===== config.mk =====
export PLATFORM = sky130hd
export DESIGN_NAME = mfp
export DESIGN_NICKNAME = d
export VERILOG_FILES = /design/src/mfp_pkg.sv /design/src/mfp.sv /design/src/mfp_irq.sv /design/src/mfp_timer.sv /design/src/mfp_fifo.sv
export SDC_FILE = /design/constraint.sdc
export NUM_CORES = 1
export LEC_CHECK = 0
export BUFFER_PORTS_ARGS = -buffer_cell sky130_fd_sc_hd__buf_4
export CAP_MARGIN = 15
export CORE_ASPECT_RATIO = 0.7
export CORE_UTILIZATION = 30
export CTS_CLUSTER_DIAMETER = 80
export DETAILED_ROUTE_END_ITERATION = 10
export PLACE_DENSITY = 0.54
export SLEW_MARGIN = 20
export SYNTH_ARGS = -nofsm -noshare
export SYNTH_HDL_FRONTEND = slang
export SYNTH_SLANG_ARGS = --single-unit

===== constraint.sdc =====
create_clock -name clk -period 3.4 [get_ports clk]
set_clock_uncertainty 0.2 [all_clocks]
set_input_delay 0.17 -clock clk [delete_from_list [all_inputs] [get_ports clk]]
set_output_delay 0.17 -clock clk [all_outputs]
set_load 0.03 [all_outputs]

===== src/mfp_pkg.sv =====
/* mfp shared constants */
package mfp_pkg;

	localparam int ADDR_W = 5; // register bus address
	localparam int IRQ_W  = 16; // interrupt sources
	localparam int IDX_W  = $clog2(IRQ_W);
	localparam int PSC_W  = 8; // prescaler counter, max ratio 200

	// register map, "A" halves hold bits 15..8
	localparam logic [ADDR_W-1:0] GPIP  = 5'h00;
	localparam logic [ADDR_W-1:0] AER   = 5'h01;
	localparam logic [ADDR_W-1:0] DDR   = 5'h02;
	localparam logic [ADDR_W-1:0] IERA  = 5'h03;
	localparam logic [ADDR_W-1:0] IERB  = 5'h04;
	localparam logic [ADDR_W-1:0] IPRA  = 5'h05;
	localparam logic [ADDR_W-1:0] IPRB  = 5'h06;
	localparam logic [ADDR_W-1:0] ISRA  = 5'h07;
	localparam logic [ADDR_W-1:0] ISRB  = 5'h08;
	localparam logic [ADDR_W-1:0] IMRA  = 5'h09;
	localparam logic [ADDR_W-1:0] IMRB  = 5'h0a;
	localparam logic [ADDR_W-1:0] VR    = 5'h0b;
	localparam logic [ADDR_W-1:0] TACR  = 5'h0c;
	localparam logic [ADDR_W-1:0] TBCR  = 5'h0d;
	localparam logic [ADDR_W-1:0] TCDCR = 5'h0e; // c in 6..4, d in 2..0
	localparam logic [ADDR_W-1:0] TADR  = 5'h0f;
	localparam logic [ADDR_W-1:0] TBDR  = 5'h10;
	localparam logic [ADDR_W-1:0] TCDR  = 5'h11;
	localparam logic [ADDR_W-1:0] TDDR  = 5'h12;
	localparam logic [ADDR_W-1:0] RSR   = 5'h15; // 0x13/0x14 not implemented
	localparam logic [ADDR_W-1:0] TSR   = 5'h16;
	localparam logic [ADDR_W-1:0] UDR   = 5'h17;

	// interrupt source bit positions
	localparam int SRC_GPIO0 = 0;
	localparam int SRC_GPIO1 = 1;
	localparam int SRC_GPIO2 = 2;
	localparam int SRC_GPIO3 = 3;
	localparam int SRC_TD    = 4;
	localparam int SRC_TC    = 5;
	localparam int SRC_GPIO4 = 6;
	localparam int SRC_GPIO5 = 7;
	localparam int SRC_TB    = 8;
	localparam int SRC_TX    = 10; // 9 and 11 are error sources, tied low
	localparam int SRC_RX    = 12;
	localparam int SRC_TA    = 13;
	localparam int SRC_GPIO6 = 14;
	localparam int SRC_GPIO7 = 15;

	// divide ratio per 3-bit timer mode, 0 means stopped
	localparam logic [PSC_W-1:0] PRESCALE [8] = '{8'd0, 8'd4, 8'd10, 8'd16,
		8'd50, 8'd64, 8'd100, 8'd200};

endpackage

===== src/mfp.sv =====
/* multi-function peripheral top */
module mfp #(
	parameter int FIFO_DEPTH = 8
) (
	input  logic                       clk,
	input  logic                       reset,
	// cpu bus
	input  logic                       sel_i,
	input  logic                       rw_i,   // high reads
	input  logic [mfp_pkg::ADDR_W-1:0] addr_i,
	input  logic [7:0]                 din_i,
	output logic [7:0]                 dout_o,
	output logic                       dtack_o,
	input  logic                       iack_i,
	output logic                       irq_o,
	// io controller
	output logic [7:0]                 tx_data_o,
	output logic                       tx_avail_o,
	input  logic                       tx_strobe_i,
	input  logic                       rx_strobe_i,
	input  logic [7:0]                 rx_data_i,
	output logic                       rx_full_o,
	// gpio
	input  logic [7:0]                 gpio_i,
	output logic [7:0]                 gpio_o
);
	import mfp_pkg::*;

	logic             sel_q;
	logic             iack_q;
	logic             udr_rd_q;  // udr read in progress
	logic             wr_pulse;
	logic             rx_pop;
	logic [7:0]       gpip;
	logic [7:0]       aer;
	logic [7:0]       ddr;
	logic [7:0]       gpio_edge;
	logic [7:0]       gpip_rd;
	logic             tx_empty;
	logic             tx_full;
	logic             rx_empty;
	logic [7:0]       rx_head;
	logic [2:0]       ta_ctrl, tb_ctrl, tc_ctrl, td_ctrl;
	logic [7:0]       ta_cnt, tb_cnt, tc_cnt, td_cnt;
	logic             ta_done, tb_done, tc_done, td_done;
	logic [IRQ_W-1:0] src;
	logic [IRQ_W-1:0] ier, imr, ipr, isr;
	logic [7:0]       vr;
	logic [7:0]       vec;

	// one write per select rise
	assign wr_pulse = sel_i && !sel_q && !rw_i;
	assign dtack_o  = (sel_q && sel_i) || (iack_q && iack_i);
	assign rx_pop   = udr_rd_q && !sel_i; // pop as the udr read ends

	always_ff @(posedge clk) begin
		if (reset) begin
			sel_q    <= 1'b0;
			iack_q   <= 1'b0;
			udr_rd_q <= 1'b0;
		end else begin
			sel_q    <= sel_i;
			iack_q   <= iack_i;
			udr_rd_q <= sel_i && rw_i && (addr_i == UDR);
		end
	end

	// gpio registers
	always_ff @(posedge clk) begin
		if (reset) begin
			gpip <= 8'd0;
			aer  <= 8'd0;
			ddr  <= 8'd0;
		end else if (wr_pulse) begin
			case (addr_i)
				GPIP: gpip <= din_i;
				AER:  aer  <= din_i;
				DDR:  ddr  <= din_i;
				default: ;
			endcase
		end
	end

	assign gpio_o    = gpip & ddr;                     // ddr 1 drives pin
	assign gpip_rd   = (gpio_i & ~ddr) | (gpip & ddr);
	assign gpio_edge = gpio_i ^ ~aer;                  // aer 1 -> rising edge

	mfp_fifo #(.DEPTH(FIFO_DEPTH)) i_tx_fifo (
		.clk     (clk),
		.reset   (reset),
		.push_i  (wr_pulse && (addr_i == UDR)),
		.data_i  (din_i),
		.pop_i   (tx_strobe_i),
		.data_o  (tx_data_o),
		.empty_o (tx_empty),
		.full_o  (tx_full),
		.count_o ()
	);

	mfp_fifo #(.DEPTH(FIFO_DEPTH)) i_rx_fifo (
		.clk     (clk),
		.reset   (reset),
		.push_i  (rx_strobe_i),
		.data_i  (rx_data_i),
		.pop_i   (rx_pop),
		.data_o  (rx_head),
		.empty_o (rx_empty),
		.full_o  (rx_full_o),
		.count_o ()
	);

	assign tx_avail_o = !tx_empty;

	mfp_timer i_timer_a (
		.clk (clk), .reset (reset),
		.ctrl_we_i (wr_pulse && (addr_i == TACR)), .ctrl_i (din_i[2:0]),
		.data_we_i (wr_pulse && (addr_i == TADR)), .data_i (din_i),
		.ctrl_o (ta_ctrl), .count_o (ta_cnt), .done_o (ta_done)
	);

	mfp_timer i_timer_b (
		.clk (clk), .reset (reset),
		.ctrl_we_i (wr_pulse && (addr_i == TBCR)), .ctrl_i (din_i[2:0]),
		.data_we_i (wr_pulse && (addr_i == TBDR)), .data_i (din_i),
		.ctrl_o (tb_ctrl), .count_o (tb_cnt), .done_o (tb_done)
	);

	mfp_timer i_timer_c (
		.clk (clk), .reset (reset),
		.ctrl_we_i (wr_pulse && (addr_i == TCDCR)), .ctrl_i (din_i[6:4]),
		.data_we_i (wr_pulse && (addr_i == TCDR)), .data_i (din_i),
		.ctrl_o (tc_ctrl), .count_o (tc_cnt), .done_o (tc_done)
	);

	mfp_timer i_timer_d (
		.clk (clk), .reset (reset),
		.ctrl_we_i (wr_pulse && (addr_i == TCDCR)), .ctrl_i (din_i[2:0]),
		.data_we_i (wr_pulse && (addr_i == TDDR)), .data_i (din_i),
		.ctrl_o (td_ctrl), .count_o (td_cnt), .done_o (td_done)
	);

	// source vector, error bits stay zero
	always_comb begin
		src            = '0;
		src[SRC_GPIO0] = gpio_edge[0];
		src[SRC_GPIO1] = gpio_edge[1];
		src[SRC_GPIO2] = gpio_edge[2];
		src[SRC_GPIO3] = gpio_edge[3];
		src[SRC_TD]    = td_done;
		src[SRC_TC]    = tc_done;
		src[SRC_GPIO4] = gpio_edge[4];
		src[SRC_GPIO5] = gpio_edge[5];
		src[SRC_TB]    = tb_done;
		src[SRC_TX]    = !tx_full && !tx_strobe_i; // drops for a cycle on each pop
		src[SRC_RX]    = !rx_empty && !rx_pop;     // re-arms if more data left
		src[SRC_TA]    = ta_done;
		src[SRC_GPIO6] = gpio_edge[6];
		src[SRC_GPIO7] = gpio_edge[7];
	end

	mfp_irq i_irq (
		.clk    (clk),
		.reset  (reset),
		.src_i  (src),
		.wr_i   (wr_pulse),
		.addr_i (addr_i),
		.din_i  (din_i),
		.iack_i (iack_i),
		.ier_o  (ier),
		.imr_o  (imr),
		.ipr_o  (ipr),
		.isr_o  (isr),
		.vr_o   (vr),
		.vec_o  (vec),
		.irq_o  (irq_o)
	);

	// cpu read mux
	always_comb begin
		dout_o = 8'd0;
		if (sel_i && rw_i) begin
			case (addr_i)
				GPIP:  dout_o = gpip_rd;
				AER:   dout_o = aer;
				DDR:   dout_o = ddr;
				IERA:  dout_o = ier[15:8];
				IERB:  dout_o = ier[7:0];
				IPRA:  dout_o = ipr[15:8];
				IPRB:  dout_o = ipr[7:0];
				ISRA:  dout_o = isr[15:8];
				ISRB:  dout_o = isr[7:0];
				IMRA:  dout_o = imr[15:8];
				IMRB:  dout_o = imr[7:0];
				VR:    dout_o = vr;
				TACR:  dout_o = {5'd0, ta_ctrl};
				TBCR:  dout_o = {5'd0, tb_ctrl};
				TCDCR: dout_o = {1'b0, tc_ctrl, 1'b0, td_ctrl};
				TADR:  dout_o = ta_cnt;
				TBDR:  dout_o = tb_cnt;
				TCDR:  dout_o = tc_cnt;
				TDDR:  dout_o = td_cnt;
				RSR:   dout_o = {!rx_empty, 7'd0}; // receive data available
				TSR:   dout_o = {!tx_full, 7'd0};  // room in transmit fifo
				UDR:   dout_o = rx_head;
				default: ;
			endcase
		end else if (iack_i && !sel_i) begin
			dout_o = vec; // vector during acknowledge
		end
	end

endmodule


===== src/mfp_irq.sv =====
/* interrupt controller */
module mfp_irq (
	input  logic                      clk,
	input  logic                      reset,
	input  logic [mfp_pkg::IRQ_W-1:0] src_i,
	input  logic                      wr_i,
	input  logic [mfp_pkg::ADDR_W-1:0] addr_i,
	input  logic [7:0]                din_i,
	input  logic                      iack_i,
	output logic [mfp_pkg::IRQ_W-1:0] ier_o,
	output logic [mfp_pkg::IRQ_W-1:0] imr_o,
	output logic [mfp_pkg::IRQ_W-1:0] ipr_o,
	output logic [mfp_pkg::IRQ_W-1:0] isr_o,
	output logic [7:0]                vr_o,
	output logic [7:0]                vec_o,
	output logic                      irq_o
);
	import mfp_pkg::*;

	logic [IRQ_W-1:0] ier;
	logic [IRQ_W-1:0] imr;
	logic [IRQ_W-1:0] ipr;
	logic [IRQ_W-1:0] isr;
	logic [7:0]       vr;
	logic [7:0]       vec;       // held through the ack cycle
	logic [IRQ_W-1:0] src_q;     // source edge detect
	logic             iack_q;
	logic [IRQ_W-1:0] pend;      // pending and unmasked
	logic [IDX_W-1:0] pend_idx;
	logic [IDX_W-1:0] isr_idx;
	logic             ack;
	logic [IRQ_W-1:0] ipr_keep;  // zero bits clear pending
	logic [IRQ_W-1:0] isr_keep;
	logic [IRQ_W-1:0] isr_set;

	// index of highest set bit, 0 when empty
	function automatic logic [IDX_W-1:0] hbit(input logic [IRQ_W-1:0] v);
		logic [IDX_W-1:0] idx;
		idx = '0;
		for (int k = 0; k < IRQ_W; k++)
			if (v[k])
				idx = k[IDX_W-1:0];
		return idx;
	endfunction

	assign pend     = ipr & imr;
	assign pend_idx = hbit(pend);
	assign isr_idx  = hbit(isr);
	assign ack      = iack_i && !iack_q && (pend != '0); // iack rise

	// only a higher source interrupts one in service
	assign irq_o = (pend != '0) && ((isr == '0) || (pend_idx > isr_idx));

	always_comb begin
		ipr_keep = '1;
		isr_keep = '1;
		isr_set  = '0;
		if (wr_i) begin
			case (addr_i)
				IERA: ipr_keep[15:8] = din_i; // disabled sources lose pending
				IERB: ipr_keep[7:0]  = din_i;
				IPRA: ipr_keep[15:8] = din_i;
				IPRB: ipr_keep[7:0]  = din_i;
				ISRA: isr_keep[15:8] = din_i;
				ISRB: isr_keep[7:0]  = din_i;
				default: ;
			endcase
		end
		if (ack) begin
			ipr_keep[pend_idx] = 1'b0; // winner leaves pending
			if (vr[3])
				isr_set[pend_idx] = 1'b1; // software end of interrupt mode
		end
	end

	always_ff @(posedge clk) begin
		if (reset) begin
			ier    <= '0;
			imr    <= '0;
			ipr    <= '0;
			isr    <= '0;
			vr     <= 8'd0;
			vec    <= 8'd0;
			src_q  <= '0;
			iack_q <= 1'b0;
		end else begin
			src_q  <= src_i;
			iack_q <= iack_i;
			ipr    <= (ipr & ipr_keep) | (src_i & ~src_q & ier); // new edge wins
			isr    <= (isr & isr_keep) | isr_set;
			if (iack_i && !iack_q)
				vec <= {vr[7:4], pend_idx};
			if (wr_i) begin
				case (addr_i)
					IERA: ier[15:8] <= din_i;
					IERB: ier[7:0]  <= din_i;
					IMRA: imr[15:8] <= din_i;
					IMRB: imr[7:0]  <= din_i;
					VR:   vr        <= din_i;
					default: ;
				endcase
			end
		end
	end

	assign ier_o = ier;
	assign imr_o = imr;
	assign ipr_o = ipr;
	assign isr_o = isr;
	assign vr_o  = vr;
	assign vec_o = vec;

endmodule


===== src/mfp_timer.sv =====
/* delay mode timer */
module mfp_timer (
	input  logic       clk,
	input  logic       reset,
	input  logic       ctrl_we_i,
	input  logic [2:0] ctrl_i,
	input  logic       data_we_i,
	input  logic [7:0] data_i,
	output logic [2:0] ctrl_o,
	output logic [7:0] count_o,
	output logic       done_o
);
	import mfp_pkg::*;

	logic [2:0]       mode;   // prescaler select, 0 stops
	logic [7:0]       reload; // data register as written
	logic [PSC_W-1:0] psc;    // prescaler count
	logic [7:0]       cnt;    // main down counter
	logic             running;
	logic             tick;

	assign running = (mode != 3'd0);

	// one tick every PRESCALE[mode] clocks
	assign tick = running && (psc == PRESCALE[mode] - PSC_W'(1));

	assign ctrl_o  = mode;
	assign count_o = cnt; // data reads see live count

	// control register and prescaler
	always_ff @(posedge clk) begin
		if (reset) begin
			mode <= 3'd0;
			psc  <= '0;
		end else begin
			if (ctrl_we_i)
				mode <= ctrl_i;
			if (ctrl_we_i || tick || !running)
				psc <= '0; // restart on write, wrap on tick
			else
				psc <= psc + 1'b1;
		end
	end

	// reload register and main counter
	always_ff @(posedge clk) begin
		if (reset) begin
			reload <= 8'd0;
			cnt    <= 8'd0;
			done_o <= 1'b0;
		end else begin
			done_o <= 1'b0;
			if (data_we_i) begin
				reload <= data_i;
				if (!running)
					cnt <= data_i; // stopped timer loads at once
			end
			if (tick) begin
				if (cnt == 8'd1) begin
					cnt    <= reload; // terminal count
					done_o <= 1'b1;
				end else begin
					cnt <= cnt - 1'b1; // 0 wraps to 255, so 0 acts as 256
				end
			end
		end
	end

endmodule


===== src/mfp_fifo.sv =====
/* byte fifo, first word fall through */
module mfp_fifo #(
	parameter int DEPTH = 8 // power of two
) (
	input  logic                   clk,
	input  logic                   reset,
	input  logic                   push_i,
	input  logic [7:0]             data_i,
	input  logic                   pop_i,
	output logic [7:0]             data_o,
	output logic                   empty_o,
	output logic                   full_o,
	output logic [$clog2(DEPTH):0] count_o
);
	localparam int PTR_W = $clog2(DEPTH);

	logic [7:0]       mem [DEPTH]; // storage, no reset
	logic [PTR_W-1:0] rd_ptr;
	logic [PTR_W-1:0] wr_ptr;
	logic [PTR_W:0]   count;
	logic             do_push;
	logic             do_pop;

	// strobes into a full or out of an empty fifo are dropped
	assign do_push = push_i && !full_o;
	assign do_pop  = pop_i && !empty_o;

	assign empty_o = (count == '0);
	assign full_o  = (count == DEPTH[PTR_W:0]);
	assign count_o = count;
	assign data_o  = mem[rd_ptr]; // head visible without pop

	always_ff @(posedge clk) begin
		if (do_push)
			mem[wr_ptr] <= data_i;
	end

	always_ff @(posedge clk) begin
		if (reset) begin
			rd_ptr <= '0;
			wr_ptr <= '0;
			count  <= '0;
		end else begin
			if (do_push)
				wr_ptr <= wr_ptr + 1'b1; // wraps, depth is 2^n
			if (do_pop)
				rd_ptr <= rd_ptr + 1'b1;
			case ({do_push, do_pop})
				2'b10:   count <= count + 1'b1;
				2'b01:   count <= count - 1'b1;
				default: count <= count; // both or neither
			endcase
		end
	end

endmodule


==> results.py, run 1 <==
metrics = {
    "outcome": {
        "status": "complete, no violations",
    },
    "setup_path": {
        "endpoint_kind": "output port",
        "cp_max_fo": 5,
        "worst_ep_arrival_time_ns": 2.96,
        "start_kind": "flip-flop",
        "slowest_stage": "or4_1",
        "path_cells": "mux4_2, mux2i_1, nor2_1, or4_1, a22o_1, buf_4",
        "critPathKind": "reg -> out",
        "reg2regPathDepth": 9,
        "cp.required_ns": 3.03,
        "crit_path_max_incr_delay_ns": 0.68,
    },
    "clock_network": {
        "cts_buffer_depth": 3,
        "htreeDepth": 2,
        "clk_latency_ns": 0.57,
        "clk_pin_slew_ns": 0.07,
        "cts_root_buffer": "clkbuf_16",
        "cts_tree": "built",
        "cts_buffers": 40,
        "cts.sinks": 387,
    },
    "synthesis": {
        "syn_nets": 2027,
        "syn_area_sq_mm": 0.01900,
        "synth_cell_type_count": 86,
        "avgSynthCellArea_sq_um": 9.699,
        "synth-seq-cells": 387,
        "synth-edff-count": 128,
        "yosysSeqAreaShare": 0.4752,
        "ys.flop_type": "dfxtp_1",
        "async_flop_share": 0,
        "syn_inst": 1959,
        "yosysWarningCount": 0,
    },
    "place": {
        "dp_slack_ns": 0.1189,
        "portBuffers": 63,
        "gp_congestion": 1.015,
        "hpwlAfterDp_um": 45880,
    },
    "route": {
        "postRouteAntennaNets": 0,
        "wl_per_cell_um": 22.36,
        "drc": 0,
        "finalWirelength_um": 64770,
        "drtPass1Iterations": 6,
        "num_vias": 15889,
        "via_per_inst": 5.485,
        "first_iter_violations": 1892,
    },
    "timing": {
        "drv_slew": 0,
        "tightest_slew_ns": 0.8532,
        "fin_crit_sh": 0.9780,
        "layout_setup_ws_ns": 0.07487,
        "relSlewSlack": 0.4304,
        "fin_setup_tns_ns": 0,
        "fin_crit_ns": 3.325,
        "hold_viol_final": 0,
        "fmax_mhz": 300.7,
        "setup_violations": 0,
        "rsz0062_at_grt": "false",
    },
    "floorplanning": {
        "num_rows": 76,
        "die_w_um": 302.8,
        "start_util": 0.3060,
        "boundaryPins": 64,
        "die_h_um": 212.6,
        "dieArea_sq_mm": 0.06436,
        "core_area_sq_mm": 0.06209,
    },
    "global_routing": {
        "grtUsageTotal": 0.2000,
        "antenna_found_initial": 3,
        "grt_pass1_wl_um": 96690,
        "grt_pass1_vias": 15272,
        "grt-ovfl-total": 0,
        "grt_max_degree": 109,
    },
    "min_path": {
        "min_path_cells": 4,
        "worstHoldPathType": "in -> reg",
    },
    "pwr": {
        "p_sw_frac": 0.2369,
        "clockPowerShare": 0.452,
        "worst_ir_drop_vdd_mv": 0.2957,
        "p_per_area_mw_per_mm2": 437.6,
        "power_frac_comb": 0.052,
        "sequentialPowerShare": 0.496,
        "p_leak_nw": 7.887,
        "switchingPower_w": 0.002305,
        "p_int_w": 0.007426,
    },
    "final_layout": {
        "drive_gt1_frac": 0.1449,
        "mostFrequentLayoutCell": "dfxtp_1",
        "nets": 2113,
        "fillers": 6260,
        "multi_input_area_sq_mm": 0.009290,
        "layout_common_cells": "dfxtp_1, nand2_1, nor2_1",
        "area_growth_pct": 17.05,
        "final-seq-area_sq_mm": 0.009047,
    },
    "flow_run": {
        "cap_violations": 0,
    },
}
==> synthesized netlist by cell type (all sizes together), types with 32 or more instances <==
library cell,instances,area [sq um]
a21oi,122,610.6
buf,49,260.3
clkbuf,79,297.8
dfxtp,259,5185
edfxtp,128,3844
inv,48,180.2
mux2i,83,830.8
mux4,32,720.7
nand2,210,788.3
nand3,100,510.5
nor2,212,820.8
nor2b,33,206.5
nor3,46,257.8
o21ai,49,249.0
xor2,50,437.9
==> cells by family after synthesis <==
group	Yosys count	synth area share
AO/OA/AOI/OAI	381	0.1382
XOR/XNOR	80	0.03688
adder cells (fa/ha/maj)	32	0.02186
buffers and inverters	178	0.03925
flip-flops	387	0.4752
multiplexers	130	0.09055
AND/OR/NAND/NOR	771	0.1980
==> routing by layer <==
| metal | routed length (um) | up-vias | track usage | part of all wire |
|---|---|---|---|---|
| li1 | - | 7328 | - | - |
| met1 | 30510 | 7776 | 0.2943 | 0.47 |
| met2 | 25800 | 676 | 0.2783 | 0.40 |
| met4 | 1325 | 8 | 0.04384 | 0.020 |
| met5 | 161 | - | 0.01459 | 0.0025 |
| met3 | 6962 | 101 | 0.06509 | 0.11 |
==> layout make-up <==
class	instances	share of cell area
Multi-Input combinational cell	1394	0.4177
Antenna cell	1	0.0001125
Timing Repair Buffer	172	0.06341
Sequential cell	387	0.4068
Clock buffer	53	0.04996
Clock inverter	21	0.007427
Inverter	50	0.008439
Tap cell	819	0.04608
==> metrics by stage <==
step	instances	hold slack (ns)	area [sq um]	power [W]	utilization
finish	2897	0.08012	22240	0.009731	0.3581
global route	2896	0.09168	22240	0.01004	0.3581
CTS	2896	0.03476	22190	0.009831	0.3574
detailed placement	2789	0.2141	20540	0.005397	0.3308
global placement	2789	0.2041	20540	0.005389	0.3308
floorplan	1959	0.06229	19000	0.005168	-
==> critical path: cells and delay by family, from the launching register on <==
kind / cells / cell delay (ns)
muxes: 2 / 0.71
and+or+nand+nor: 2 / 0.84
buffers and inverters: 1 / 0.17
AOI/OAI and AO/OA: 1 / 0.29
DFF: 1 / 0.40
==> final timing paths <==
path,from,slack (ns),end
setup / recovery,flip-flop,0.07,dout_o[6]
hold / removal,addr_i[4],0.08,udr_rd_q
setup reg to reg,i_timer_d.ctrl_o[0],0.30,i_timer_d.count_o[4]
hold reg to reg,i_irq.vec_o[5],0.26,i_irq.vec_o[5]
==> timing repair <==
item                                    in CTS  in global routing
endpoints found under the setup margin       9                 18
endpoints found under the hold margin      285                  0
hold buffers                                33                  0
buffers inserted                             0                  0
pin swaps                                    0                  7
gates resized for setup                     10                 17
==> sequential cells by signal, indices dropped and copies added, names as in the netlist, 14 cells and up, named ones only <==
name,cells
i_tx_fifo.mem,64
i_irq.src_q,14
i_irq.ier_o,16
i_irq.ipr_o,16
i_rx_fifo.mem,64
i_irq.imr_o,16
i_irq.isr_o,16
==> power by group through the flow <==
stage	sequential, W	combinational (W)	clock, W
3_5_place_dp	0.00494	0.000461	0
5_1_grt	0.00483	0.000531	0.00467
4_1_cts	0.00483	0.000494	0.00450
6_report	0.00483	0.000503	0.00440
2_1_floorplan	0.00493	0.000241	0
3_3_place_gp	0.00493	0.000455	0
No activity file was read; power rests on OpenSTA's default activity.
==> run 2: changes to the inputs <==
Settings changed: ABC_AREA from default to 1, PLACE_DENSITY 0.54 to 0.55, SETUP_SLACK_MARGIN from default to 0.4.
==> results.py, run 2 <==
metrics = {
    "place": {
        "hpwlAfterDp_um": 45370,
        "place_area_sq_mm": 0.01992,
        "gp_congestion": 0.9945,
        "dp_slack_ns": 0.4438,
        "portBuffers": 63,
    },
    "clock_network": {
        "cts_buffers": 43,
        "clk_latency_ns": 0.60,
        "cts_tree": "built",
        "cts.sinks": 387,
        "cts_buffer_depth": 3,
        "htreeDepth": 2,
        "cts_root_buffer": "clkbuf_16",
        "clk_pin_slew_ns": 0.06,
    },
    "route": {
        "postRouteAntennaNets": 0,
        "num_vias": 16569,
        "drc": 0,
        "finalWirelength_um": 62440,
        "via_per_inst": 5.257,
        "drtPass1Iterations": 5,
        "first_iter_violations": 1836,
        "wl_per_cell_um": 19.81,
    },
    "synthesis": {
        "syn_nets": 2249,
        "yosysWarningCount": 0,
        "synth_commonest_cells": "nand2_1, nor2_1, inv_1",
        "synth_area_leader_cell": "dfxtp_1",
        "async_flop_share": 0,
        "syn_inst": 2181,
        "yosys-top-cells-area": "dfxtp_1, edfxtp_1, nand2_1, nor2_1, inv_1",
        "synth-edff-count": 128,
        "ys.flop_type": "dfxtp_1",
        "syn_area_sq_mm": 0.01826,
        "synth-seq-cells": 387,
        "avgSynthCellArea_sq_um": 8.373,
        "synth_cell_type_count": 53,
        "yosysMostFrequentCell": "nand2_1",
        "yosysSeqAreaShare": 0.4944,
        "yosys.area.top_type_share": 0.2839,
    },
    "setup_path": {
        "cp.required_ns": 3.03,
        "start_kind": "flip-flop",
        "critPathKind": "reg -> out",
        "r2r_start": "i_timer_d.ctrl_o[1]",
        "cp_max_fo": 3,
        "endpoint_kind": "output port",
        "crit_start": "i_irq.ipr_o[7]",
        "worst_ep_arrival_time_ns": 2.89,
    },
    "global_routing": {
        "antenna_found_initial": 1,
        "grt-ovfl-total": 0,
        "use_met3": 0.07874,
        "grt_busiest_layer": "met1",
        "grtUsageMet2": 0.2545,
        "grt_pass1_vias": 15157,
        "grtUsageTotal": 0.1960,
        "grt_pass1_wl_um": 92780,
        "use_met1": 0.2945,
        "grt_max_degree": 198,
    },
    "pwr": {
        "power.total_w": 0.01102,
        "p_per_area_mw_per_mm2": 506.7,
        "p_sw_frac": 0.2781,
        "sequentialPowerShare": 0.445,
        "p_int_w": 0.007955,
        "power_frac_comb": 0.133,
        "switchingPower_w": 0.003064,
        "worst_ir_drop_vdd_mv": 0.3061,
        "clockPowerShare": 0.422,
        "p_leak_nw": 8.130,
    },
    "final_layout": {
        "area_growth_pct": 19.07,
        "fillers": 6162,
        "reg_top3": "i_rx_fifo.mem x64, i_tx_fifo.mem x64",
        "layout_common_cells": "nand2_1, nor2_1, inv_1",
        "mostFrequentLayoutCell": "nand2_1",
        "antenna_cells": 0,
        "multi_input_area_sq_mm": 0.007928,
        "finalInstanceArea_sq_mm": 0.02174,
        "drive_gt1_frac": 0.1105,
        "nets": 2378,
        "final-seq-area_sq_mm": 0.009040,
    },
    "floorplanning": {
        "dieArea_sq_mm": 0.06188,
        "die_w_um": 296.9,
        "boundaryPins": 64,
        "core_area_sq_mm": 0.06006,
        "num_rows": 75,
        "die_h_um": 208.4,
        "start_util": 0.3041,
    },
    "timing": {
        "whs_ns": 0.09086,
        "fin_crit_sh": 0.9593,
        "relSlewSlack": 0.2469,
        "tightest_slew_ns": 1.123,
        "hold_viol_final": 0,
        "drv_slew": 0,
        "fmax_mhz": 306.6,
        "rsz0062_at_grt": "true",
        "setup_violations": 0,
        "layout_setup_ws_ns": 0.1385,
        "fin_crit_ns": 3.261,
    },
    "min_path": {
        "worstHoldPathType": "in -> reg",
        "worstHoldStart": "addr_i[4]",
    },
    "flow_run": {
        "cap_violations": 0,
    },
    "outcome": {
        "status": "complete, no violations",
    },
}
-- run 2: cell types whose count changed in the layout (fill, tap and decap cells not counted), moves of 26 or more --
cell and delta:
o21ai_0 +102, inv_1 +217, nor2_1 +89, a211oi_1 +44
nand2_1 +113, nand2b_1 -27, a22oi_1 -26, nand3_1 -44
mux4_2 -32, o22ai_1 +45, mux2i_1 -76, nor2b_1 -32
a221oi_1 +76
-- run 2: path summary, 6_finish.rpt --
kind | to | slack, ns | depth (start not counted)
min | i_timer_a.reload[1] | 0.09 | 6
min reg2reg | i_irq.src_q[13] | 0.22 | 2
max reg2reg | i_timer_d.count_o[5] | 0.62 | 13
max | irq_o | 0.14 | 15
-- run 2: critical path, cell delays in order, from the launching register on --
cell      delay [ns]
dfxtp_1         0.32
nand2_1         0.14
nand2_1         0.09
a31oi_1         0.20
nor2_1          0.07
o211ai_1        0.19
nand2_1         0.17
ha_1            0.34
inv_1           0.06
nor2_1          0.03
o211ai_1        0.15
nand2_1         0.07
a32o_1          0.21
nand2_2         0.07
inv_1           0.06
buf_6           0.13
-- run 2: layer usage --
metal | up-vias | part of all wire
met3 | 82 | 0.12
met4 | 2 | 0.021
li1 | 7857 | -
met1 | 7898 | 0.48
met2 | 730 | 0.38
met5 | - | 0.00021
-- run 2: repair_timing --
item	CTS	global route
buffers inserted	1	1
setup endpoints to repair	3	27
gates cloned	0	1
hold buffers	31	1
hold endpoints to repair	200	1
gates resized for setup	4	29
pin swaps	2	7
-- run 2: final cells by class --
type | count | share of cell area
Sequential cell | 387 | 0.4157
Multi-Input combinational cell | 1435 | 0.3646
Timing Repair Buffer | 154 | 0.05927
Clock buffer | 59 | 0.05317
Inverter | 288 | 0.05035
Tap cell | 808 | 0.04649
Clock inverter | 20 | 0.01018
Timing Repair inverter | 1 | 0.0002302
-- run 2: cell families (layout without fill, tap and decap cells) --
logic type                 count (synthesis)  count (layout)  synth area share
AOI/OAI and AO/OA                        552             552            0.1920
xor gates and xnor gates                  49              49           0.02350
adders and majority gates                 32              32           0.02275
buffers and inverters                    359             522           0.07557
DFF                                      387             387            0.4944
muxes                                      5               5          0.002741
and+or+nand+nor                          797             797            0.1890
-- run 2: power groups by stage --
stage | logic (W) | clock network (W) | registers, W
6_report | 0.00146 | 0.00465 | 0.00490
3_3_place_gp | 0.00141 | 0 | 0.00500
2_1_floorplan | 0.000877 | 0 | 0.00500
3_5_place_dp | 0.00143 | 0 | 0.00500
4_1_cts | 0.00146 | 0.00474 | 0.00490
5_1_grt | 0.00157 | 0.00492 | 0.00491
-- run 2: through the flow --
| stage | std cells | setup TNS, ns | utilization |
|---|---|---|---|
| floorplan | 2181 | 0 | - |
| global placement | 3038 | 0 | 0.3316 |
| detailed placement | 3038 | 0 | 0.3316 |
| CTS | 3149 | 0 | 0.3601 |
| global route | 3152 | -0.09928 | 0.3621 |
| finish | 3152 | 0 | 0.3621 |
